## config.mk

```make
export PLATFORM = sky130hd
export DESIGN_NAME = input_encoder
export DESIGN_NICKNAME = d
export VERILOG_FILES = /design/src/logic/vp_pkg.sv /design/src/logic/input_encoder.sv
export VERILOG_INCLUDE_DIRS = /design/src /design/src/logic
export SDC_FILE = /design/constraint.sdc
export NUM_CORES = 1
export LEC_CHECK = 0
export BUFFER_PORTS_ARGS = -buffer_cell sky130_fd_sc_hd__buf_2
export CORE_ASPECT_RATIO = 0.8
export CORE_MARGIN = 4
export CORE_UTILIZATION = 51
export CTS_CLUSTER_DIAMETER = 100
export DETAILED_ROUTE_END_ITERATION = 8
export PLACE_DENSITY_LB_ADDON = 0.15
export SLEW_MARGIN = 15
export SYNTH_ARGS = -nofsm -noshare
export SYNTH_HDL_FRONTEND = slang
export SYNTH_SLANG_ARGS = --single-unit
```

## constraint.sdc

```tcl
create_clock -name clk_sys -period 1.93 [get_ports clk_sys]
set_clock_uncertainty 0.15 [all_clocks]
set_input_delay 0.4825 -clock clk_sys [delete_from_list [all_inputs] [get_ports clk_sys]]
set_output_delay 0.4825 -clock clk_sys [all_outputs]
set_load 0.005 [all_outputs]
```

## src/logic/vp_cfg.svh

```systemverilog
// Fixed console constants; divider counts assume clk_sys at the NTSC or PAL system clock rate
`ifndef VP_CFG_SVH
`define VP_CFG_SVH

//////////////////////////////////////////////////
// Clock-enable periods in clk_sys cycles
//////////////////////////////////////////////////
`define VP_CPU_DIV_NTSC 8
`define VP_CPU_DIV_PAL  12
`define VP_VDC_DIV_NTSC 6
`define VP_VDC_DIV_PAL  10

//////////////////////////////////////////////////
// Cartridge store
//////////////////////////////////////////////////
`define VP_ROM_AW    14
`define VP_ROM_DEPTH (1 << `VP_ROM_AW)

// Image byte counts that pick a bank mapping
`define VP_SIZE_4K  16'h1000
`define VP_SIZE_8K  16'h2000
`define VP_SIZE_16K 16'h4000

// Download file indices
`define VP_IDX_XROM 8'd2
`define VP_IDX_FONT 8'd3

`endif
```

## src/logic/vp_pkg.sv

```systemverilog
// Shared types of the console glue; field order of the structs follows the console pin order
`default_nettype none

`include "vp_cfg.svh"

package vp_pkg;

	typedef logic [7:0]            byte_t;
	typedef logic [11:0]           cart_addr_t;
	typedef logic [`VP_ROM_AW-1:0] rom_addr_t;
	typedef logic [15:0]           img_size_t;
	typedef logic [7:0]            dl_index_t;

	typedef struct packed {
		byte_t r;
		byte_t g;
		byte_t b;
	} rgb24_t;

	// Pixel code as the VDC emits it, r on top
	typedef struct packed {
		logic r;
		logic g;
		logic b;
		logic luma;
	} pix_code_t;

	typedef struct packed {
		logic      active;
		logic      wr;     // One-cycle strobe
		dl_index_t index;
		byte_t     data;
	} dl_bus_t;

	typedef struct packed {
		cart_addr_t addr;
		logic       bs0;
		logic       bs1;
		logic       psen_n;
		logic       cs_n;
	} cart_bus_t;

	// Bit 1 is the first pad after the swap
	typedef struct packed {
		logic [1:0] up_n;
		logic [1:0] down_n;
		logic [1:0] left_n;
		logic [1:0] right_n;
		logic [1:0] action_n;
	} joy_lines_t;

	typedef struct packed {
		logic  strobe;
		byte_t ascii;
		logic  released;
	} key_evt_t;

	typedef enum logic [2:0] {
		MAP_XROM,
		MAP_2K,
		MAP_4K,
		MAP_8K,
		MAP_16K
	} map_mode_t;

endpackage

`default_nettype wire

```

## src/logic/input_encoder.sv

```systemverilog
// Key events are single-cycle strobes with no back-pressure; keyboard wins over numpad
`default_nettype none

module input_encoder (
	input  wire                clk_sys,
	input  wire                reset,
	input  wire                joy_swap_i,
	input  wire  [15:0]        joy0_i,
	input  wire  [15:0]        joy1_i,
	input  wire  [10:0]        ps2_key_i,
	output vp_pkg::joy_lines_t joy_o,
	output logic               pad_reset_o,
	output vp_pkg::key_evt_t   key_evt_o
);

	import vp_pkg::*;

	// Pad bit 0 is right, 1 left, 2 down, 3 up, 4 action, 5 reset and 15..6 the numpad
	logic [15:0] joy_a;
	logic [15:0] joy_b;
	logic [9:0]  numpad;
	logic [9:0]  numpad_q;
	logic        key_tog_q;
	logic        kbd_event;
	logic        pad_event;

	// PS/2 set 2 scan code to the ASCII the keymap expects
	function automatic byte_t scan_to_ascii(input byte_t code);
		case (code)
			8'h16: return "1";
			8'h1E: return "2";
			8'h26: return "3";
			8'h25: return "4";
			8'h2E: return "5";
			8'h36: return "6";
			8'h3D: return "7";
			8'h3E: return "8";
			8'h46: return "9";
			8'h45: return "0";
			8'h1C: return "a";
			8'h32: return "b";
			8'h21: return "c";
			8'h23: return "d";
			8'h24: return "e";
			8'h2B: return "f";
			8'h34: return "g";
			8'h33: return "h";
			8'h43: return "i";
			8'h3B: return "j";
			8'h42: return "k";
			8'h4B: return "l";
			8'h3A: return "m";
			8'h31: return "n";
			8'h44: return "o";
			8'h4D: return "p";
			8'h15: return "q";
			8'h2D: return "r";
			8'h1B: return "s";
			8'h2C: return "t";
			8'h3C: return "u";
			8'h2A: return "v";
			8'h1D: return "w";
			8'h22: return "x";
			8'h35: return "y";
			8'h1A: return "z";
			8'h29: return " ";
			8'h79: return "+";
			8'h7B: return "-";
			8'h7C: return "*";
			8'h4A: return "/";
			8'h55: return "=";
			8'h5A: return 8'd10;  // Enter
			8'h66: return 8'd8;   // Backspace
			8'h1F: return 8'h11;  // Left GUI as yes
			8'h27: return 8'h12;  // Right GUI as no
			default: return 8'h00;
		endcase
	endfunction

	// Lowest pressed button wins and bit 9 is the zero key
	function automatic byte_t numpad_digit(input logic [9:0] pads);
		byte_t digit;
		digit = 8'h00;
		for (int i = 9; i >= 0; i--) begin
			if (pads[i]) begin
				digit = (i == 9) ? "0" : byte_t'(8'h31 + i);
			end
		end
		return digit;
	endfunction

	//////////////////////////////////////////////////
	// Pads
	//////////////////////////////////////////////////
	assign joy_a = joy_swap_i ? joy1_i : joy0_i;
	assign joy_b = joy_swap_i ? joy0_i : joy1_i;

	assign joy_o.up_n     = {~joy_a[3], ~joy_b[3]};
	assign joy_o.down_n   = {~joy_a[2], ~joy_b[2]};
	assign joy_o.left_n   = {~joy_a[1], ~joy_b[1]};
	assign joy_o.right_n  = {~joy_a[0], ~joy_b[0]};
	assign joy_o.action_n = {~joy_a[4], ~joy_b[4]};

	assign pad_reset_o = joy_a[5] | joy_b[5];
	assign numpad      = joy_a[15:6] | joy_b[15:6];

	//////////////////////////////////////////////////
	// Key events
	//////////////////////////////////////////////////
	// Previous toggle bit and numpad state for edge detection
	always_ff @(posedge clk_sys) begin
		key_tog_q <= ps2_key_i[10];
		numpad_q  <= numpad;
	end

	assign kbd_event = ps2_key_i[10] != key_tog_q;
	assign pad_event = numpad != numpad_q;

	always_ff @(posedge clk_sys or posedge reset) begin
		if (reset) begin
			key_evt_o <= '0;
		end else begin
			key_evt_o.strobe <= kbd_event | pad_event;
			if (kbd_event) begin
				key_evt_o.ascii    <= scan_to_ascii(ps2_key_i[7:0]);
				key_evt_o.released <= ~ps2_key_i[9];
			end else if (pad_event) begin
				key_evt_o.ascii    <= numpad_digit(numpad);
				key_evt_o.released <= numpad == 10'd0; // Last button let go
			end
		end
	end

endmodule

`default_nettype wire

```

==> flow_summary.json <==
{
  "worstHoldPathType": "input pin to asynchronous set/reset pin",
  "instances_no_fill": 425,
  "drc": 0,
  "final_util_pct": 79.7,
  "drtAntennaViolNets": 0,
  "setup_tns_ps": 0,
  "htree_levels": 1,
  "power.density_nw_per_um2": 435,
  "p_leak_nw": 1.37,
  "maxCapViolations": 0,
  "grt_start_max_net_pins": 17,
  "rrSetupSlack_ps": 170,
  "io_buffers": 64,
  "synth_nets": 312,
  "clk_latency_ps": 260,
  "cts_sinks": 20,
  "period_minus_slack_ps": 1930,
  "final_cell_mix": "60 x buf_2, 54 x buf_4, 28 x nor2_1",
  "grt_usage_pct": 25.0,
  "cts_buffers": 3,
  "required_ps": 1930,
  "routed_wl_um": 6370,
  "seq_area_frac_synth_pct": 22.4,
  "cts_hold_buf": 0,
  "die_area_sq_um": 4970,
  "setup_viol": 0,
  "coreArea_sq_um": 3780,
  "cts_root_buffer": "clkbuf_8",
  "dr_wl_met3_um": 587,
  "die_h_um": 63.9,
  "num_vias": 2401,
  "io_pins": 67,
  "synth_edf_count": 0,
  "met1_length_um": 2830,
  "overflow": 0,
  "final_hold_viol_count": 0,
  "dp_hpwl_um": 5050,
  "row_count": 20,
  "arrival_ps": 1930,
  "area_growth_pct": 51.3,
  "vias_per_cell": 5.65,
  "pre_cts_ws_ps": -333,
  "syn_avg_cell_area_sq_um": 7.71,
  "status": "completed",
  "ys_ff_latch": 20,
  "clockBufferDepth": 2,
  "antenna_found_initial": 0,
  "met2_length_um": 2850,
  "synth_ff_type": "dfxtp_1",
  "postSynthCellCount": 258,
  "synthDistinctLibCells": 63,
  "avgRoutedWirePerCell_um": 15.0,
  "ys_async_sr_fraction_pct": 45.0,
  "antenna-diode-count": 0,
  "fmax_ghz": 0.519,
  "place_inst": 419,
  "drtIter0Drc": 294,
  "tritoncts": "yes",
  "grt_pass1_wl_um": 10100,
  "critPathKind": "input pin to flop",
  "cts.clk_slew.worst_paths_ps": 70,
  "synth_warnings": 0,
  "start_util_pct": 52.6,
  "netlist_area_sq_um": 1990,
  "end_kind": "flop",
  "fin_nets": 425,
  "first_global_vias": 2209,
  "slew_violations": 0,
  "die_w_um": 77.8,
  "crit_path_start_kind": "input pin",
  "critPathMaxFanout": 2,
  "rsz0062_at_grt": "true",
  "top_layer": "met4",
  "drive_above_1_share_pct": 45.7,
  "timing.final.ws_setup_ps": 2.62,
  "final_common_cell": "buf_2",
  "irDropWorstVdd_v": 0.000402,
  "gp_congestion": 0.943,
  "fin_crit_sh_pct": 99.9,
  "first_pass_iters": 5
}
## synth_stat cells, drive strengths merged, types with 2 or more instances
library cell	n	area (sq um)
inv	18	67.6
a221oi	3	26.3
clkbuf	4	15.0
nor2b	7	51.3
nor3b	2	15.0
a21o	3	22.5
o22ai	4	25.0
o21a	2	15.0
nand3	9	62.6
a211oi	3	22.5
xnor2	12	113
dfxtp	11	220
or4	3	26.3
a31oi	9	56.3
nand2b	6	40.0
a21boi	2	15.0
a22oi	2	15.0
nor3	4	20.0
buf	12	70.1
o21ai	20	100
nor2	31	126
a21oi	16	80.1
dfrtp	9	225
nor4	5	52.6
mux2	3	33.8
a311oi	2	17.5
mux2i	10	100
ha	8	100
nand2	18	67.6
nand3b	2	15.0
o221ai	3	26.3
## worst max-delay path: stages
cell       delay, ps
buf_6             90
or4_4            550
nor2b_4          150
nand3_4           90
o41ai_4          270
o2111ai_1        160
o21a_1           130
## final timing paths
check	startpoint	endpoint	depth (start not counted)
setup / recovery	joy0_i[9]	key_evt_o[6]$_DFFE_PP0P_	7
hold / removal	reset	key_evt_o[0]$_DFFE_PP0P_	2
setup reg to reg	key_tog_q$_DFF_P_	key_evt_o[6]$_DFFE_PP0P_	5
hold reg to reg	key_evt_o[6]$_DFFE_PP0P_	key_evt_o[6]$_DFFE_PP0P_	1
max in group asynchronous	reset	key_evt_o[2]$_DFFE_PP0P_	2
min in group clk_sys	ps2_key_i[10]	key_tog_q$_DFF_P_	1
## power breakdown
part | leakage (nW) | switching [W] | internal [W]
sequential | 0.202 | 0.0000151 | 0.000444
clock | 0.0231 | 0.000139 | 0.000142
combinational | 1.14 | 0.000281 | 0.000289
## stage by stage
stage          total power (W)  cell area, sq um  hold WS (ps)
6_report               0.00131              3010          14.2
5_1_grt                0.00138              3010          57.6
4_1_cts                0.00127              2900          22.6
3_5_place_dp          0.000992              2830           301
3_3_place_gp          0.000984              2830           299
2_1_floorplan         0.000742              2050           160
## flip-flops by register name (all words and copies together), names as in the netlist
| name | count |
|---|---|
| numpad_q | 10 |
| key_evt_o | 9 |
| key_tog_q | 1 |
## cells by family after synthesis
kind of cell	share of synthesized area, %
AOI/OAI and AO/OA	26.3
xor gates and xnor gates	6.48
adders and majority gates	5.03
buffers and inverters	7.67
DFF	22.4
muxes	6.73
other	0.188
and+or+nand+nor	25.2
## metal layers
metal / track usage, % / vias up
met4: 6.00 / 0
met5: 0 / -
li1: - / 1153
met1: 34.3 / 1088
met2: 39.6 / 148
met3: 5.92 / 12
## area by class of cell
| class | count | area [sq um] |
|---|---|---|
| Multi-Input combinational cell | 204 | 1520 |
| Timing Repair Buffer | 124 | 857 |
| Fill cell | 265 | 768 |
| Sequential cell | 20 | 445 |
| Inverter | 18 | 77.6 |
| Tap cell | 55 | 68.8 |
| Clock buffer | 3 | 41.3 |
| Clock inverter | 1 | 3.75 |
## repair_timing
action / in CTS / in global routing
gates resized for setup: 6 / 31
setup buffers: 1 / 1
pin swaps: 1 / 14
endpoints found under the hold margin: 0 / 0
setup endpoints to repair: 7 / 7
No activity file was read; power rests on OpenSTA's default activity.
