$ cat config.mk
export PLATFORM = sky130hd
export DESIGN_NAME = clk_enable_gen
export DESIGN_NICKNAME = d
export VERILOG_FILES = /design/src/logic/clk_enable_gen.sv
export VERILOG_INCLUDE_DIRS = /design/src /design/src/logic
export SDC_FILE = /design/constraint.sdc
export NUM_CORES = 1
export LEC_CHECK = 0
export ABC_AREA = 1
export BUFFER_PORTS_ARGS = -buffer_cell sky130_fd_sc_hd__buf_2
export CAP_MARGIN = 30
export CORE_AREA = 3 3 40 42
export DETAILED_ROUTE_END_ITERATION = 8
export DIE_AREA = 0 0 43 45
export GPL_TIMING_DRIVEN = 0
export PLACE_DENSITY = 0.69
export SLEW_MARGIN = 20
export SYNTH_ARGS = -nofsm -noshare
export SYNTH_HDL_FRONTEND = slang
export SYNTH_SLANG_ARGS = --single-unit
$ cat constraint.sdc
create_clock -name clk_sys -period 1.22 [get_ports clk_sys]
set_clock_uncertainty 0.15 [all_clocks]
set_input_delay 0.183 -clock clk_sys [delete_from_list [all_inputs] [get_ports clk_sys]]
set_output_delay 0.183 -clock clk_sys [all_outputs]
set_load 0.005 [all_outputs]
$ cat src/logic/vp_cfg.svh
// Fixed console constants; divider counts assume clk_sys at the NTSC or PAL system clock rate
`ifndef VP_CFG_SVH
`define VP_CFG_SVH

//////////////////////////////////////////////////
// Clock-enable periods in clk_sys cycles
//////////////////////////////////////////////////
`define VP_CPU_DIV_NTSC 8
`define VP_CPU_DIV_PAL  12
`define VP_VDC_DIV_NTSC 6
`define VP_VDC_DIV_PAL  10

//////////////////////////////////////////////////
// Cartridge store
//////////////////////////////////////////////////
`define VP_ROM_AW    14
`define VP_ROM_DEPTH (1 << `VP_ROM_AW)

// Image byte counts that pick a bank mapping
`define VP_SIZE_4K  16'h1000
`define VP_SIZE_8K  16'h2000
`define VP_SIZE_16K 16'h4000

// Download file indices
`define VP_IDX_XROM 8'd2
`define VP_IDX_FONT 8'd3

`endif
$ cat src/logic/clk_enable_gen.sv
// Enables are single clk_sys pulses; a pal_i change restarts both periods from zero
`default_nettype none

`include "vp_cfg.svh"

module clk_enable_gen (
	input  wire  clk_sys,
	input  wire  reset,
	input  wire  pal_i,
	output logic cpu_en_o,
	output logic vdc_en_o
);

	logic [3:0] cpu_cnt;
	logic [3:0] vdc_cnt;
	logic [3:0] cpu_last; // Terminal count for the current standard
	logic [3:0] vdc_last;
	logic       pal_q;
	logic       pal_changed;

	assign cpu_last = pal_i ? 4'(`VP_CPU_DIV_PAL - 1) : 4'(`VP_CPU_DIV_NTSC - 1);
	assign vdc_last = pal_i ? 4'(`VP_VDC_DIV_PAL - 1) : 4'(`VP_VDC_DIV_NTSC - 1);

	// Standard seen on the previous clock
	always_ff @(posedge clk_sys) begin
		pal_q <= pal_i;
	end

	assign pal_changed = pal_q != pal_i;

	//////////////////////////////////////////////////
	// Wrap-around dividers
	//////////////////////////////////////////////////
	always_ff @(posedge clk_sys or posedge reset) begin
		if (reset) begin
			cpu_cnt  <= 4'd0;
			vdc_cnt  <= 4'd0;
			cpu_en_o <= 1'b0;
			vdc_en_o <= 1'b0;
		end else if (pal_changed) begin
			cpu_cnt  <= 4'd0; // Restart on a standard switch
			vdc_cnt  <= 4'd0;
			cpu_en_o <= 1'b0;
			vdc_en_o <= 1'b0;
		end else begin
			if (cpu_cnt >= cpu_last) begin
				cpu_cnt  <= 4'd0;
				cpu_en_o <= 1'b1;
			end else begin
				cpu_cnt  <= cpu_cnt + 4'd1;
				cpu_en_o <= 1'b0;
			end

			if (vdc_cnt >= vdc_last) begin
				vdc_cnt  <= 4'd0;
				vdc_en_o <= 1'b1;
			end else begin
				vdc_cnt  <= vdc_cnt + 4'd1;
				vdc_en_o <= 1'b0;
			end
		end
	end

endmodule

`default_nettype wire

==> results of run 1 <==
==> power by group through the flow <==
stage               clock (W)  sequential [W]  combinational [W]
CTS                  0.000256        0.000408           0.000139
global route         0.000288        0.000411           0.000197
finish               0.000246        0.000408           0.000175
floorplan                   0        0.000416          0.0000932
global placement            0        0.000419           0.000114
detailed placement          0        0.000421           0.000117
==> sequential cells by signal (all words and copies together), names as in the netlist <==
register / cells
vdc_cnt: 4
vdc_en_o: 1
cpu_cnt: 4
pal_q: 1
cpu_en_o: 1
==> layer usage <==
metal / wire length [µm] / global-route usage / vias to the layer above
li1: - / - / 233
met1: 464 / 0.135 / 210
met2: 540 / 0.204 / 7
met3: 36 / 0.0359 / 4
met4: 21 / 0.108 / 0
met5: 0 / 0 / -
==> metrics by stage <==
stage / setup TNS [ns] / instances / total power, W
2_1_floorplan: 0 / 62 / 0.000509
3_5_place_dp: -0.406 / 81 / 0.000537
5_1_grt: -0.682 / 95 / 0.000896
6_report: -0.261 / 95 / 0.000829
4_1_cts: -0.153 / 92 / 0.000803
3_3_place_gp: -0.329 / 81 / 0.000534
==> layout by cell type (no fill, tap or decap), types with 2 or more instances in the layout <==
master / n
a21oi_1: 2
a21oi_4: 2
buf_2: 4
buf_4: 8
clkbuf_4: 3
dfrtp_1: 10
dlygate4sd3_1: 2
ha_1: 6
ha_4: 2
inv_1: 10
inv_2: 2
nand2_1: 7
nand2_2: 3
nand3_1: 2
nand3_4: 2
nand4_1: 2
nor2_1: 5
nor2_2: 3
xnor2_1: 2
==> cell type report <==
type                       count  area, µm²  area share
sequential                    11        270       0.339
clock buffer                   3       22.5      0.0283
multi-input combinational     39        335       0.421
tap                           15       18.8      0.0235
inverter                      12       45.0      0.0565
timing repair buffer          14        100       0.126
clock inverter                 1       5.00     0.00628
==> kinds of logic (layout without fill, tap and decap cells) <==
family          after synthesis  after routing
flops                        11             11
buf+inv                      12             30
xor+xnor                      2              2
simple gates                 25             25
fa+ha+maj                     8              8
compound gates                4              4
==> timing repair <==
item,4_1_cts,5_1_grt
hold buffers,2,0
buffers inserted,5,3
pin swaps,1,0
gates cloned,0,0
endpoints found under the setup margin,9,9
hold endpoints to repair,11,0
resized for setup,0,7
==> synthesized netlist by cell type <==
cell type and instances:
a21oi_1 2, a21oi_4 2, dfrtp_1 10, dfxtp_1 1, ha_1 8, inv_1 11
inv_2 1, nand2_1 7, nand2_2 3, nand3_1 3, nand3_2 2, nand4_1 2
nor2_1 8, xnor2_1 2
==> worst max path at each step <==
| stage | end | start | cells after the start | slack, ns |
|---|---|---|---|---|
| floorplan | vdc_cnt[0]$_DFF_PP0_ | vdc_cnt[3]$_DFF_PP0_ | 6 | 0.004 |
| global placement | vdc_cnt[0]$_DFF_PP0_ | vdc_cnt[2]$_DFF_PP0_ | 6 | -0.06 |
| detailed placement | vdc_cnt[1]$_DFF_PP0_ | vdc_cnt[2]$_DFF_PP0_ | 6 | -0.08 |
| CTS | vdc_cnt[1]$_DFF_PP0_ | vdc_cnt[3]$_DFF_PP0_ | 6 | -0.04 |
| global route | vdc_cnt[2]$_DFF_PP0_ | vdc_cnt[3]$_DFF_PP0_ | 6 | -0.10 |
| finish | vdc_cnt[2]$_DFF_PP0_ | vdc_cnt[3]$_DFF_PP0_ | 6 | -0.06 |
==> tightest hold or removal path, cell delays in order <==
cell           delay (ns)
dlygate4sd3_1        0.52
buf_2                0.11
inv_1                0.28
==> results.py, run 1 <==
metrics = {
    "synthesis": {
        "synthSimpleGateAreaFrac": 0.205,
        "ys_ff_latch": 11,
        "syn_avg_cell_area_um2": 9.65,
        "yosysSeqAreaShare": 0.452,
        "muxShareOfSynthArea": 0,
        "synth-xor-area-share": 0.0293,
        "synth_top_area_share": 0.418,
        "synth.distinct_cells": 14,
        "synth_area_leaders": "dfrtp_1 42%, ha_1 17%, inv_1 6.9%",
        "syn_inst": 62,
        "post-synth-top-area-cell": "dfrtp_1",
        "synth_compound_area_frac": 0.0711,
        "synthAdderAreaFrac": 0.167,
        "syn-cell-area_um2": 598,
        "synth_top_family_by_area": "simple AND/OR/NAND/NOR gates",
        "synth_nets": 73,
        "yosysWarnings": 0,
    },
    "finish": {
        "fin_nets": 92,
        "postLayoutCellArea_um2": 797,
        "antenna_cells": 0,
        "layout-drive-gt1-share": 0.388,
        "nFillCells": 100,
        "area_delta_synth_final_pct": 33.3,
        "postLayoutCoreUtil": 0.620,
    },
    "critical_path": {
        "critical-path-max-stage-delay_ns": 0.42,
        "worstReg2RegStart": "vdc_cnt[3]$_DFF_PP0_",
        "cp_cell_sequence": "ha_4 -> nand2_1 -> inv_1 -> nand2_2 -> nand3_4 -> nor2_1",
        "worstPathRequired_ns": 1.24,
        "crit_slowest_cell": "dfrtp_1",
        "critPathKind": "flip-flop to flip-flop",
        "reg2reg_slack_ns": -0.06,
        "endpoint_kind": "flip-flop",
        "critical-path-top-delay-family": "flip-flops",
        "worstPathMaxFanout": 4,
        "rr_endpoint": "vdc_cnt[2]$_DFF_PP0_",
        "cp.arrival_ns": 1.30,
        "path_buf_inv": 1,
        "critPathLaunchType": "flip-flop",
        "r2r_cells": 6,
    },
    "timing": {
        "worst_slew_pin_slew_ns": 0.374,
        "fin_crit_sh": 1.05,
        "final.min_clock_period_ns": 1.28,
        "rsz0062_at_grt": "true",
        "setup_ws_ns": -0.0588,
        "drv_slew": 0,
        "setup_violations": 8,
        "finalHoldViolCount": 0,
        "worst_slew_margin_rel": 0.750,
        "fmax_ghz": 0.782,
        "hold_ws_ns": 0.256,
    },
    "job": {
        "drv_cap": 0,
    },
    "place": {
        "io_buffers": 4,
        "hpwl_um": 701,
        "routabilityCongestion": 0.691,
        "place_ws_ns": -0.0790,
        "placed_cell_area_um2": 662,
    },
    "clock_tree": {
        "cts_tree": "yes",
        "cts.path.max_buffers": 2,
        "clock_latency_ns": 0.27,
        "clock_sinks": 11,
        "clockRootBuffer": "clkbuf_4",
        "clk_pin_slew_ns": 0.08,
        "cts_buffers": 3,
        "cts-htree-levels": 1,
    },
    "grt": {
        "grt_pass1_vias": 397,
        "grt_usage": 0.126,
        "grt_antenna_before_repair": 0,
        "grt.overflow.total": 0,
        "grt_pass1_wl_mm": 1.66,
        "grt_max_degree": 11,
    },
    "floorplan": {
        "ioPinCount": 5,
        "dieArea_um2": 1940,
        "die_h_um": 45,
        "num_rows": 13,
        "initial_utilization": 0.465,
        "coreArea_um2": 1280,
        "die_w_um": 43,
    },
    "drt": {
        "vias": 454,
        "first_iter_violations": 2,
        "dr.pass1.iters": 4,
        "drc": 0,
        "postRouteWirelength_mm": 1.06,
        "vias_per_cell": 4.78,
        "wire_per_inst_um": 11.2,
        "ant_nets": 0,
    },
    "pwr": {
        "ir_drop_uv": 525,
        "p_switching_w": 0.000239,
        "clockPowerShare": 0.297,
        "p_seq_frac": 0.492,
        "switching_share": 0.289,
        "intPower_w": 0.000590,
        "p_leak_nw": 0.412,
        "combPwrFrac": 0.211,
        "power_density_nw_per_um2": 1040,
    },
    "hold_path": {
        "hold_path_class": "input pin to asynchronous set/reset pin",
    },
    "outcome": {
        "violations": "setup timing",
        "status": "finished with violations",
    },
}
No activity file was read; power rests on OpenSTA's default activity.
==> run 2: changes to the inputs <==
--- a/config.mk
+++ b/config.mk
@@ -9,11 +9,13 @@
 export ABC_AREA = 1
 export BUFFER_PORTS_ARGS = -buffer_cell sky130_fd_sc_hd__buf_2
 export CAP_MARGIN = 30
-export CORE_AREA = 3 3 40 42
+export CELL_PAD_IN_SITES_DETAIL_PLACEMENT = 0
+export CELL_PAD_IN_SITES_GLOBAL_PLACEMENT = 1
+export CORE_MARGIN = 3
+export CORE_UTILIZATION = 38
 export DETAILED_ROUTE_END_ITERATION = 8
-export DIE_AREA = 0 0 43 45
 export GPL_TIMING_DRIVEN = 0
-export PLACE_DENSITY = 0.69
+export PLACE_DENSITY = 0.74
 export SLEW_MARGIN = 20
 export SYNTH_ARGS = -nofsm -noshare
 export SYNTH_HDL_FRONTEND = slang
==> results.py, run 2 (same netlist as run 1, synthesis figures left out) <==
metrics = {
    "timing": {
        "final.min_clock_period_ns": 1.26,
        "fin_crit_sh": 1.03,
        "drv_slew": 0,
        "finalHoldViolCount": 0,
        "rsz0062_at_grt": "true",
        "worst_slew_pin_slew_ns": 0.365,
        "setup_violations": 9,
        "worst_slew_margin_rel": 0.756,
        "setup_ws_ns": -0.0362,
        "tns_ns": -0.209,
        "fmax_ghz": 0.796,
    },
    "critical_path": {
        "cp_cell_sequence": "ha_4 -> nand2_2 -> inv_2 -> nand2_4 -> nand3_4 -> nor2_2",
        "reg2reg_slack_ns": -0.04,
        "worstPathMaxFanout": 4,
        "critPathLaunchType": "flip-flop",
        "endpoint_kind": "flip-flop",
        "worstReg2RegStart": "vdc_cnt[3]$_DFF_PP0_",
        "cp.arrival_ns": 1.26,
        "critPathKind": "flip-flop to flip-flop",
        "cp-startpoint": "vdc_cnt[3]$_DFF_PP0_",
        "r2r_cells": 6,
        "rr_endpoint": "vdc_cnt[1]$_DFF_PP0_",
        "critical-path-top-delay-family": "flip-flops",
        "crit_slowest_cell": "dfrtp_1",
        "worstPathRequired_ns": 1.23,
        "critical-path-max-stage-delay_ns": 0.41,
        "path_buf_inv": 1,
    },
    "clock_tree": {
        "clock_sinks": 11,
        "cts_buffers": 3,
        "cts_tree": "yes",
        "clk_pin_slew_ns": 0.07,
        "cts.path.max_buffers": 2,
        "clock_latency_ns": 0.26,
        "clockRootBuffer": "clkbuf_4",
        "cts-htree-levels": 1,
    },
    "outcome": {
        "status": "finished with violations",
        "violations": "setup timing",
    },
    "floorplan": {
        "num_rows": 13,
        "ioPinCount": 5,
        "die_w_um": 45.7,
        "dieArea_um2": 2090,
        "die_h_um": 45.7,
        "coreArea_um2": 1380,
        "initial_utilization": 0.433,
    },
    "finish": {
        "postLayoutCellArea_um2": 822,
        "final_common_cell": "dfrtp_1",
        "layout-drive-gt1-share": 0.462,
        "antenna_cells": 0,
        "final_cell_mix": "10 x dfrtp_1, 9 x inv_1, 6 x buf_4",
        "area_delta_synth_final_pct": 37.4,
        "top_regs": "cpu_cnt (4), vdc_cnt (4)",
        "fin_nets": 90,
    },
    "grt": {
        "grt.overflow.total": 0,
        "grt_antenna_before_repair": 0,
        "grt_max_degree": 11,
        "grt_pass1_wl_mm": 1.66,
        "grt_pass1_vias": 411,
        "grt_usage": 0.116,
    },
    "pwr": {
        "p_seq_frac": 0.494,
        "combPwrFrac": 0.220,
        "intPower_w": 0.000596,
        "switching_share": 0.284,
        "p_leak_nw": 0.402,
        "ir_drop_uv": 753,
        "p_switching_w": 0.000236,
        "clockPowerShare": 0.286,
        "power_density_nw_per_um2": 1010,
    },
    "hold_path": {
        "hold_path_class": "input pin to asynchronous set/reset pin",
    },
    "place": {
        "hpwl_um": 717,
        "placed_cell_area_um2": 662,
        "routabilityCongestion": 0.681,
        "io_buffers": 4,
    },
    "drt": {
        "first_iter_violations": 9,
        "vias": 445,
        "drc": 0,
        "dr.pass1.iters": 2,
        "wire_per_inst_um": 11.1,
        "postRouteWirelength_mm": 1.03,
        "ant_nets": 0,
        "vias_per_cell": 4.78,
    },
    "job": {
        "drv_cap": 0,
    },
}
## run 2: cell types whose count changed in the layout (fill, tap and decap cells not counted), moves of 2 or more
| cell | before | now |
|---|---|---|
| buf_4 | 8 | 6 |
| ha_1 | 6 | 4 |
| nand2_1 | 7 | 5 |
| nor2_1 | 5 | 3 |
| nor2_2 | 3 | 5 |
## run 2: how the worst max path moves through the flow
stage	slack, ns	endpoint	cells after the start
finish	-0.04	vdc_cnt[1]$_DFF_PP0_	6
global placement	-0.07	vdc_cnt[0]$_DFF_PP0_	6
global route	-0.08	vdc_cnt[1]$_DFF_PP0_	7
CTS	-0.04	vdc_cnt[1]$_DFF_PP0_	6
floorplan	0.004	vdc_cnt[0]$_DFF_PP0_	6
detailed placement	-0.09	vdc_cnt[1]$_DFF_PP0_	6
## run 2: through the flow
stage          hold WS [ns]  utilization  setup slack, ns  instances  power, W
2_1_floorplan        -0.127            -          0.00427         62  0.000509
3_3_place_gp         0.0302        0.479          -0.0676         81  0.000537
3_5_place_dp         0.0214        0.479          -0.0864         81  0.000540
4_1_cts               0.220        0.543          -0.0376         92  0.000801
5_1_grt               0.312        0.595          -0.0816         93  0.000887
6_report              0.270        0.595          -0.0362         93  0.000833
## run 2: power by group through the flow
stage	Sequential (W)	Clock [W]	Combinational [W]
final	0.000411	0.000238	0.000183
after global routing	0.000416	0.000262	0.000208
after CTS	0.000410	0.000249	0.000142
after detailed placement	0.000422	0	0.000119
after global placement	0.000420	0	0.000117
after floorplan	0.000416	0	0.0000932
## run 2: area by class of cell
class	count	area [µm²]
Clock buffer	4	26.3
Fill cell	115	561
Inverter	12	45.0
Multi-Input combinational cell	39	377
Sequential cell	11	270
Tap cell	15	18.8
Timing Repair Buffer	12	85.1
## run 2: metal layers
metal	global-route usage	vias up	share of wire
li1	-	226	-
met1	0.139	210	0.42
met2	0.173	7	0.53
met3	0.0593	2	0.039
met4	0.0526	0	0.012
met5	0	-	0
## run 2: timing repair
item / in CTS / in global routing
resized for setup: 1 / 16
hold buffers: 2 / 0
buffers inserted: 5 / 1
gates cloned: 0 / 0
endpoints found under the setup margin: 10 / 10
pin swaps: 3 / 3
endpoints found under the hold margin: 11 / 0
## run 2: tightest hold or removal path: cells and delay by family
family / cells / cell delay [ns]
buffers and inverters: 3 / 0.91
