File: src/logic/vp_cfg.svh
// Fixed console constants; divider counts assume clk_sys at the NTSC or PAL system clock rate
`ifndef VP_CFG_SVH
`define VP_CFG_SVH

//////////////////////////////////////////////////
// Clock-enable periods in clk_sys cycles
//////////////////////////////////////////////////
`define VP_CPU_DIV_NTSC 8
`define VP_CPU_DIV_PAL  12
`define VP_VDC_DIV_NTSC 6
`define VP_VDC_DIV_PAL  10

//////////////////////////////////////////////////
// Cartridge store
//////////////////////////////////////////////////
`define VP_ROM_AW    14
`define VP_ROM_DEPTH (1 << `VP_ROM_AW)

// Image byte counts that pick a bank mapping
`define VP_SIZE_4K  16'h1000
`define VP_SIZE_8K  16'h2000
`define VP_SIZE_16K 16'h4000

// Download file indices
`define VP_IDX_XROM 8'd2
`define VP_IDX_FONT 8'd3

`endif
File: src/logic/vp_pkg.sv
// Shared types of the console glue; field order of the structs follows the console pin order
`default_nettype none

`include "vp_cfg.svh"

package vp_pkg;

	typedef logic [7:0]            byte_t;
	typedef logic [11:0]           cart_addr_t;
	typedef logic [`VP_ROM_AW-1:0] rom_addr_t;
	typedef logic [15:0]           img_size_t;
	typedef logic [7:0]            dl_index_t;

	typedef struct packed {
		byte_t r;
		byte_t g;
		byte_t b;
	} rgb24_t;

	// Pixel code as the VDC emits it, r on top
	typedef struct packed {
		logic r;
		logic g;
		logic b;
		logic luma;
	} pix_code_t;

	typedef struct packed {
		logic      active;
		logic      wr;     // One-cycle strobe
		dl_index_t index;
		byte_t     data;
	} dl_bus_t;

	typedef struct packed {
		cart_addr_t addr;
		logic       bs0;
		logic       bs1;
		logic       psen_n;
		logic       cs_n;
	} cart_bus_t;

	// Bit 1 is the first pad after the swap
	typedef struct packed {
		logic [1:0] up_n;
		logic [1:0] down_n;
		logic [1:0] left_n;
		logic [1:0] right_n;
		logic [1:0] action_n;
	} joy_lines_t;

	typedef struct packed {
		logic  strobe;
		byte_t ascii;
		logic  released;
	} key_evt_t;

	typedef enum logic [2:0] {
		MAP_XROM,
		MAP_2K,
		MAP_4K,
		MAP_8K,
		MAP_16K
	} map_mode_t;

endpackage

`default_nettype wire

File: src/logic/palette_map.sv
// Palettes are fixed calibrated tables; greyscale uses integer weights and rounds down
`default_nettype none

module palette_map (
	input  wire               clk_sys,
	input  wire               reset,
	input  vp_pkg::pix_code_t pix_i,
	input  wire               pal_palette_i,
	input  wire               mono_i,
	output vp_pkg::rgb24_t    rgb_o
);

	import vp_pkg::*;

	// Index is {r, g, b, luma}
	localparam rgb24_t ntsc_lut [16] = '{
		24'h000000, 24'h676767, // Black
		24'h1A37BE, 24'h5C80F6, // Blue
		24'h006D07, 24'h56C469, // Green
		24'h2AAABE, 24'h77E6EB, // Cyan
		24'h790000, 24'hC75151, // Red
		24'h94309F, 24'hDC84E8, // Magenta
		24'h77670B, 24'hC6B86A, // Yellow
		24'hCECECE, 24'hFFFFFF  // White
	};

	localparam rgb24_t pal_lut [16] = '{
		24'h000000, 24'h494949,
		24'h0000B6, 24'h4949FF,
		24'h00B601, 24'h49FF49,
		24'h00B6C9, 24'h49FFFF,
		24'hB60000, 24'hFF4949,
		24'hB600B6, 24'hFF49FF,
		24'hB6B600, 24'hFFFF49,
		24'hB6B6B6, 24'hFFFFFF
	};

	logic [3:0]  code;
	rgb24_t      colour;
	logic [15:0] luma_sum;
	byte_t       grey;

	assign code   = pix_i;
	assign colour = pal_palette_i ? pal_lut[code] : ntsc_lut[code];

	// Y = (77 R + 150 G + 29 B) / 256
	assign luma_sum = 16'd77 * colour.r + 16'd150 * colour.g + 16'd29 * colour.b;
	assign grey     = luma_sum[15:8];

	//////////////////////////////////////////////////
	// Output register
	//////////////////////////////////////////////////
	always_ff @(posedge clk_sys or posedge reset) begin
		if (reset) begin
			rgb_o <= '0;
		end else if (mono_i) begin
			rgb_o.r <= grey;
			rgb_o.g <= grey;
			rgb_o.b <= grey;
		end else begin
			rgb_o <= colour;
		end
	end

endmodule

`default_nettype wire

File: config.mk
export PLATFORM = sky130hd
export DESIGN_NAME = palette_map
export DESIGN_NICKNAME = d
export VERILOG_FILES = /design/src/logic/vp_pkg.sv /design/src/logic/palette_map.sv
export VERILOG_INCLUDE_DIRS = /design/src /design/src/logic
export SDC_FILE = /design/constraint.sdc
export NUM_CORES = 1
export LEC_CHECK = 0
export BUFFER_PORTS_ARGS = -buffer_cell sky130_fd_sc_hd__buf_4
export CAP_MARGIN = 30
export CORE_MARGIN = 5
export CORE_UTILIZATION = 34
export CTS_CLUSTER_SIZE = 30
export DETAILED_ROUTE_END_ITERATION = 12
export PLACE_DENSITY = 0.47
export RECOVER_POWER = 100
export SLEW_MARGIN = 30
export SYNTH_ARGS = -nofsm -noshare
export SYNTH_HDL_FRONTEND = slang
export SYNTH_SLANG_ARGS = --single-unit
File: constraint.sdc
create_clock -name clk_sys -period 0.8 [get_ports clk_sys]
set_input_delay 0.08 -clock clk_sys [delete_from_list [all_inputs] [get_ports clk_sys]]
set_output_delay 0.08 -clock clk_sys [all_outputs]
set_load 0.005 [all_outputs]
==> results of run 1 <==
worst max-delay path: cells and delay by family:
family          cells  cell delay (ns)
simple gates        4             0.70
fa+ha+maj          11             4.25
xor+xnor            1             0.18
mux                 1             0.27
compound gates      4             0.50
buf+inv             8             0.53
worst max-delay path by stage:
stage / from / to / slack [ns] / cells after the start
finish: pix_i[0] / rgb_o[22]$_DFF_PP0_ / -5.54 / 29
global route: pix_i[0] / rgb_o[15]$_DFF_PP0_ / -5.81 / 28
CTS: pix_i[1] / rgb_o[7]$_DFF_PP0_ / -5.52 / 28
detailed placement: pix_i[0] / rgb_o[15]$_DFF_PP0_ / -6.14 / 30
global placement: pix_i[1] / rgb_o[15]$_DFF_PP0_ / -6.17 / 31
floorplan: pix_i[1] / rgb_o[15]$_DFF_PP0_ / -6.07 / 30
through the flow:
stage | setup TNS, ns | util [%] | instance area, um^2 | std cells
2_1_floorplan | -139.93 | - | 5540 | 605
6_report | -131.44 | 51.2 | 7790 | 975
4_1_cts | -130.48 | 49.6 | 7540 | 967
5_1_grt | -138.08 | 51.2 | 7790 | 975
3_5_place_dp | -143.97 | 46.1 | 7010 | 953
3_3_place_gp | -143.40 | 46.1 | 7010 | 953
Yosys cell counts (all sizes together) (3+ instances only):
cell       n  area, um^2
mux2i      5        50.1
a31oi      9        56.3
a21o      12        90.1
nand2     25        93.8
inv      121         454
a21oi     39         195
a22oi      4        30.0
fa        55        1100
nor3      12        60.1
o31ai      4        30.0
and3       4        30.0
a311oi     3        26.3
nand2b     7        43.8
o22a       3        26.3
dfrtp     24         601
and2       3        18.8
buf        8        37.5
xnor2      6        52.6
ha        92        1150
a211oi     4        30.0
a2111oi    5        88.8
o21ai     26         130
o21a       5        37.5
nor4       3        18.8
xor2       4        35.0
a211o      4        35.0
o211ai    14         105
and4       3        28.8
nand3     12        60.1
or2        3        18.8
o22ai      3        18.8
clkbuf    19        72.6
nor2b      8        52.6
nor2      28         108
kinds of logic after synthesis:
group	count (synthesis)	share of synthesized area [%]
AOI/OAI and AO/OA	151	19.9
xor gates and xnor gates	10	1.67
adders and majority gates	147	42.9
buffers and inverters	148	10.7
DFF	24	11.4
muxes	8	1.81
and+or+nand+nor	117	11.5
timing repair:
item | CTS | global route
endpoints found under the hold margin | 24 | 0
endpoints found under the setup margin | 48 | 48
pin swaps | 56 | 24
buffers inserted | 9 | 8
resized for setup | 78 | 35
hold buffers | 1 | 0
layer usage:
| metal | global-route usage [%] | vias to the layer above | wire, um |
|---|---|---|---|
| met3 | 1.24 | 20 | 488 |
| li1 | - | 2429 | - |
| met1 | 24.5 | 2385 | 7160 |
| met2 | 33.0 | 87 | 8040 |
| met4 | 3.90 | 0 | 352 |
| met5 | 0 | - | 0 |
layout make-up:
type	instances	area [um^2]	area share, %
Timing Repair Buffer	205	1680	21.6
Clock buffer	3	75.1	0.964
Multi-Input combinational cell	433	4690	60.3
Clock inverter	1	30.0	0.386
Tap cell	188	235	3.02
Sequential cell	24	601	7.71
Inverter	121	469	6.03
==> results_dict.tcl, run 1 <==
set metrics [dict create \
    synthToLayoutAreaGrowth_pct 48.3 \
    fillCellCount 1438 \
    nets 943 \
    die_x_um 134 \
    synthArstFlopShare_pct 100 \
    cts_tree "yes" \
    cts-root-buf "clkbuf_16" \
    yosys_warnings 0 \
    path_max_fanout 6 \
    via_per_inst 5.05 \
    largest_reg_flops 24 \
    synth.yosys.seq_area_share_pct 11.4 \
    cts.clk_slew.worst_paths_ns 0.07 \
    max_slew_margin_pct 75.2 \
    synth_ff_type "dfrtp_1" \
    drv_cap 0 \
    dp_hpwl_um 13500 \
    criticalPathCategory "input port to flip-flop" \
    min_to "rgb_o[6]$_DFF_PP0_" \
    grt_antenna_before_repair 0 \
    final_common_cell "buf_4" \
    numCtsBuffers 3 \
    core_um2 15200 \
    netlist_instances 605 \
    regMostFlops "rgb_o" \
    layout_common_cells "172 x buf_4, 108 x inv_1, 72 x ha_1, 53 x fa_1, 32 x a21oi_1" \
    drt_iter0_drc 184 \
    period_needed_ns 6.34 \
    hold_path.class "input port to flip-flop" \
    start_util_pct 34.5 \
    finalMaxSlewViolations 0 \
    ys_ff_latch 24 \
    grt_pass1_wl_um 26600 \
    grt_usage_pct 18.4 \
    dp_slack_ns -6.14 \
    critPathMaxStageDelay_ns 0.53 \
    antenna_left 0 \
    hold_viol 0 \
    io_buffers 31 \
    critPathRequiredTime_ns 0.98 \
    vias 4921 \
    dr.pass1.iters 5 \
    post_synth_num_cell_types 66 \
    cts_buffer_depth 2 \
    setup_viol_count_final 48 \
    period_share_pct 793 \
    synth_edf_count 0 \
    routed_wirelength_um 16000 \
    fmax_mhz 158 \
    place_congestion 0.857 \
    run_status "finished, violations left" \
    largestRegisters "rgb_o: 24 flops" \
    htreeDepth 1 \
    violations "negative setup slack" \
    grt_max_degree 25 \
    holdWs_ns 0.269 \
    start_kind "input port" \
    syn-cell-area_um2 5250 \
    cts.sinks 24 \
    hold_depth 3 \
    die-area_um2 18000 \
    grt_pass1_vias 5275 \
    rsz0062_at_grt "true" \
    fp.dieH_um 134 \
    cpMostUsedCell "fa_1" \
    post-route-drc-count 0 \
    cp-end-kind "flip-flop" \
    pin_count 32 \
    tightest_slew_ns 0.371 \
    overflow 0 \
    synth.avg_cell_area_um2 8.68 \
    finalWorstSetupSlack_ns -5.54 \
    drive_gt1_share_pct 40.2 \
    synth_fp_nets 760 \
    routedWlPerCell_um 16.5 \
    slowest_stage "or4_4" \
    hp-start "mono_i" \
    arrival_ns 6.52 \
    placementRows 45 \
    n_antenna_cell 0 \
]
Power of run 1 is left out: the tool's default activity adds up to more than one toggle a clock period on the data nets, which glitch-free logic cannot reach.
==> run 2, diff against run 1 <==
CELL_PAD_IN_SITES_DETAIL_PLACEMENT = 0   (was default)
CELL_PAD_IN_SITES_GLOBAL_PLACEMENT = 2   (was default)
PLACE_DENSITY = 0.72   (was 0.47)
==> run 2 against run 1 <==
  * The flow still finishes with violations (negative setup slack)
  * Final cell count is 0.10% higher
  * Hold slack worse by 0.074 ns
  * Sequential share of layout area is 0.089 points lower
  * Global-route usage hardly changed
  * Via count is 1.9% higher
  * Count of clock-buffer cells in the layout stayed put
  * Die area stayed put
  * Setup slack worse by 0.016 ns
  * Routed wire length is 0.74% higher
==> results_dict.tcl, run 2 (synthesized netlist as in run 1, its figures left out) <==
set metrics [dict create \
    grt_antenna_before_repair 0 \
    antenna_left 0 \
    max_slew_margin_pct 71.5 \
    drv_cap 0 \
    grt_max_degree 25 \
    path_buf_inv 7 \
    final_cells 976 \
    via_per_inst 5.14 \
    dp_slack_ns -6.22 \
    grt_usage_pct 18.4 \
    regMostFlops "rgb_o" \
    place_congestion 0.872 \
    routed_wirelength_um 16200 \
    cts.clk_slew.worst_paths_ns 0.06 \
    path_max_fanout 6 \
    die-area_um2 18000 \
    cp_top_family "adder cells" \
    dr.pass1.iters 5 \
    cts_buffer_depth 2 \
    critPathMaxStageDelay_ns 0.53 \
    largest_reg_flops 24 \
    grt_pass1_vias 5328 \
    cp-end-kind "flip-flop" \
    fp.dieH_um 134 \
    finalMaxSlewViolations 0 \
    slowest_stage "fa_2" \
    cts-root-buf "clkbuf_16" \
    routedWlPerCell_um 16.6 \
    synthToLayoutAreaGrowth_pct 50.0 \
    placementRows 45 \
    cpMostUsedCell "fa_1" \
    drt_iter0_drc 235 \
    largestRegisters "rgb_o: 24 flops" \
    period_needed_ns 6.36 \
    start_kind "input port" \
    grt_pass1_wl_um 26900 \
    drive_gt1_share_pct 42.0 \
    cts.sinks 24 \
    cts_tree "yes" \
    vias 5013 \
    hold_viol 0 \
    pin_count 32 \
    hold_path.class "input port to flip-flop" \
    setup_viol_count_final 48 \
    numCtsBuffers 3 \
    post-route-drc-count 0 \
    layout_common_cells "176 x buf_4, 103 x inv_1, 62 x ha_1, 51 x fa_1, 32 x a21oi_1" \
    htreeDepth 1 \
    dp.cells 954 \
    fmax_mhz 157 \
    final_common_cell "buf_4" \
    tightest_slew_ns 0.424 \
    nets 945 \
    violations "negative setup slack" \
    n_antenna_cell 0 \
    criticalPathCategory "input port to flip-flop" \
    overflow 0 \
    dp_hpwl_um 13600 \
    arrival_ns 6.53 \
    period_share_pct 795 \
    core_um2 15200 \
    fillCellCount 1456 \
    finalWorstSetupSlack_ns -5.56 \
    rsz0062_at_grt "true" \
    die_x_um 134 \
    critPathRequiredTime_ns 0.97 \
    run_status "finished, violations left" \
    start_util_pct 34.5 \
    io_buffers 31 \
]
[run 2: routing by layer]
metal  share of wire (%)  GRT usage (%)  vias up
met3                 2.2           1.69       23
met5                   0              0        -
met1                  45           24.5     2494
met4                 2.2           3.90        0
li1                    -              -     2425
met2                  51           32.5       71
[run 2: path summary, 6_finish.rpt]
kind,depth (start not counted),end,from
min,3,rgb_o[13]$_DFF_PP0_,mono_i
max in group asynchronous,4,rgb_o[20]$_DFF_PP0_,reset
max,28,rgb_o[7]$_DFF_PP0_,pix_i[1]
min in group asynchronous,4,rgb_o[1]$_DFF_PP0_,reset
[run 2: timing repair]
action                                  CTS  global route
gates resized for setup                  69            61
buffers inserted                         12             8
hold buffers                              1             0
hold endpoints to repair                 24             0
pin swaps                                50            42
endpoints found under the setup margin   48            48
[run 2: final cells by class]
type,count,area (um^2),share of cell area [%]
well taps,188,235,2.99
multi-input cells,433,4810,61.0
repair buffers,207,1690,21.4
clock buffers,3,75.1,0.953
inverters,121,474,6.02
flip-flops and latches,24,601,7.62
[run 2: through the flow]
step	hold slack [ns]	setup TNS, ns	cell area [um^2]	utilization, %
2_1_floorplan	0.0946	-139.93	5540	-
3_3_place_gp	0.140	-145.38	7000	46.1
3_5_place_dp	0.152	-145.87	7000	46.1
4_1_cts	0.198	-131.92	7480	49.2
5_1_grt	0.216	-137.11	7880	51.8
6_report	0.195	-130.26	7880	51.8
Power of run 2 is left out for the same reason.
==> run 3, diff against run 2 <==
GPL_TIMING_DRIVEN = 0   (was default)
==> run 3 against run 2 <==
  * The run ends with negative hold slack, negative setup slack left
  * Global-route usage rose by 0.23 points
  * Sequential share of layout area grew 0.42 points
  * Fmax down 5.0%
  * Final cell count fell by 8.4%
  * Core utilization is 2.7 points lower
  * Setup slack worse by 0.34 ns
  * First-iteration DRC count shrank 0.85%
  * Design area fell by 5.3%
  * Routed wire length up 4.0%
==> results_dict.tcl, run 3 (synthesized netlist as in run 1, its figures left out) <==
set metrics [dict create \
    placementRows 45 \
    path_max_fanout 5 \
    cts-root-buf "clkbuf_16" \
    die_x_um 134 \
    fin_tns_setup_ns -139.22 \
    hold_path.class "input port to async pin" \
    pin_count 32 \
    numCtsBuffers 3 \
    core_um2 15200 \
    drv_cap 0 \
    cts_tree "yes" \
    rsz0062_at_grt "true" \
    max_slew_margin_pct 42.5 \
    setup_viol_count_final 48 \
    synthToLayoutAreaGrowth_pct 42.1 \
    cts_buffer_depth 2 \
    post-route-drc-count 0 \
    dp_slack_ns -7.62 \
    n_antenna_cell 0 \
    cts.clk_slew.worst_paths_ns 0.06 \
    critPathMaxStageDelay_ns 0.56 \
    finalMaxSlewViolations 0 \
    finalInstanceArea_um2 7460 \
    fmax_mhz 149 \
    cts.sinks 24 \
    finalWorstSetupSlack_ns -5.90 \
    vias 4753 \
    largestRegisters "rgb_o: 24 flops" \
    nets 863 \
    cts_hold_buffers 0 \
    period_needed_ns 6.70 \
    grt_max_degree 25 \
    drt_iter0_drc 233 \
    fp.dieH_um 134 \
    start_util_pct 34.5 \
    grt_usage_pct 18.6 \
    regMostFlops "rgb_o" \
    start_kind "input port" \
    holdWs_ns -0.151 \
    violations "negative hold slack, negative setup slack" \
    io_buffers 31 \
    dp_hpwl_um 12800 \
    grt_pass1_wl_um 26400 \
    layout_common_cells "104 x inv_1, 70 x ha_1, 65 x buf_4, 52 x fa_1, 37 x buf_6" \
    run_status "finished, violations left" \
    die-area_um2 18000 \
    grt_use_met1_pct 25.1 \
    place_area_um2 6010 \
    via_per_inst 5.32 \
    grt_util_met2_pct 32.6 \
    largest_reg_flops 24 \
    place_congestion 0.863 \
    top_usage_layer "met2" \
    final_common_cell "inv_1" \
    tightest_slew_ns 0.853 \
    overflow 0 \
    grt_use_met3_pct 1.76 \
    criticalPathCategory "input port to flip-flop" \
    hold_viol 24 \
    antenna_left 0 \
    slowest_stage "fa_1" \
    period_share_pct 837 \
    critPathRequiredTime_ns 0.98 \
    dr.pass1.iters 5 \
    cp-end-kind "flip-flop" \
    routedWlPerCell_um 18.8 \
    htreeDepth 1 \
    fillCellCount 1453 \
    arrival_ns 6.88 \
    grt_antenna_before_repair 0 \
    routed_wirelength_um 16800 \
    drive_gt1_share_pct 34.8 \
    grt_pass1_vias 4964 \
]
==> run 3: cell types whose count changed in the layout (fill, tap and decap cells not counted), sizes merged <==
cell | previous run | this run
clkinv | 1 | 0
dlygate4sd3 | 1 | 0
clkbuf | 4 | 18
inv | 120 | 121
buf | 205 | 110
==> run 3: critical path, delay by kind of cell <==
family	cells	cell delay (ns)
buffers and inverters	10	0.76
AND/OR/NAND/NOR	2	0.34
AO/OA/AOI/OAI	6	1.16
adder cells (fa/ha/maj)	12	4.33
XOR/XNOR	1	0.19
==> run 3: timing repair <==
item | CTS | global route
pin swaps | 61 | 49
setup endpoints to repair | 48 | 48
gates resized for setup | 113 | 83
buffers inserted | 49 | 22
hold endpoints to repair | 0 | 24
==> run 3: path summary, 6_finish.rpt <==
path	start	to	slack, ns
setup / recovery	pix_i[1]	rgb_o[7]$_DFF_PP0_	-5.90
hold / removal	reset	rgb_o[9]$_DFF_PP0_	-0.15
max in group asynchronous	reset	rgb_o[19]$_DFF_PP0_	0.60
min in group clk_sys	mono_i	rgb_o[6]$_DFF_PP0_	0.31
==> run 3: cell type report <==
| type | instances | area (um^2) | area share (%) |
|---|---|---|---|
| plain buffers | 23 | 258 | 3.45 |
| clock buffers | 3 | 75.1 | 1.01 |
| inverters | 121 | 488 | 6.54 |
| multi-input cells | 433 | 4870 | 65.3 |
| flip-flops and latches | 24 | 601 | 8.05 |
| well taps | 188 | 235 | 3.15 |
| repair buffers | 102 | 933 | 12.5 |
==> run 3: metrics by stage <==
stage / hold slack [ns] / std cells / util [%]
after floorplan: 0.0946 / 605 / -
after global placement: 0.299 / 824 / 39.5
after detailed placement: 0.346 / 824 / 39.5
after CTS: 0.0602 / 873 / 45.5
after global routing: -0.0800 / 894 / 49.1
final: -0.151 / 894 / 49.1
==> run 3: metal layers <==
metal | up-vias | share of wire (%)
li1 | 2265 | -
met4 | 0 | 1.8
met5 | - | 0
met2 | 101 | 50
met1 | 2367 | 45
met3 | 20 | 3.5
Power of run 3 is left out for the same reason.
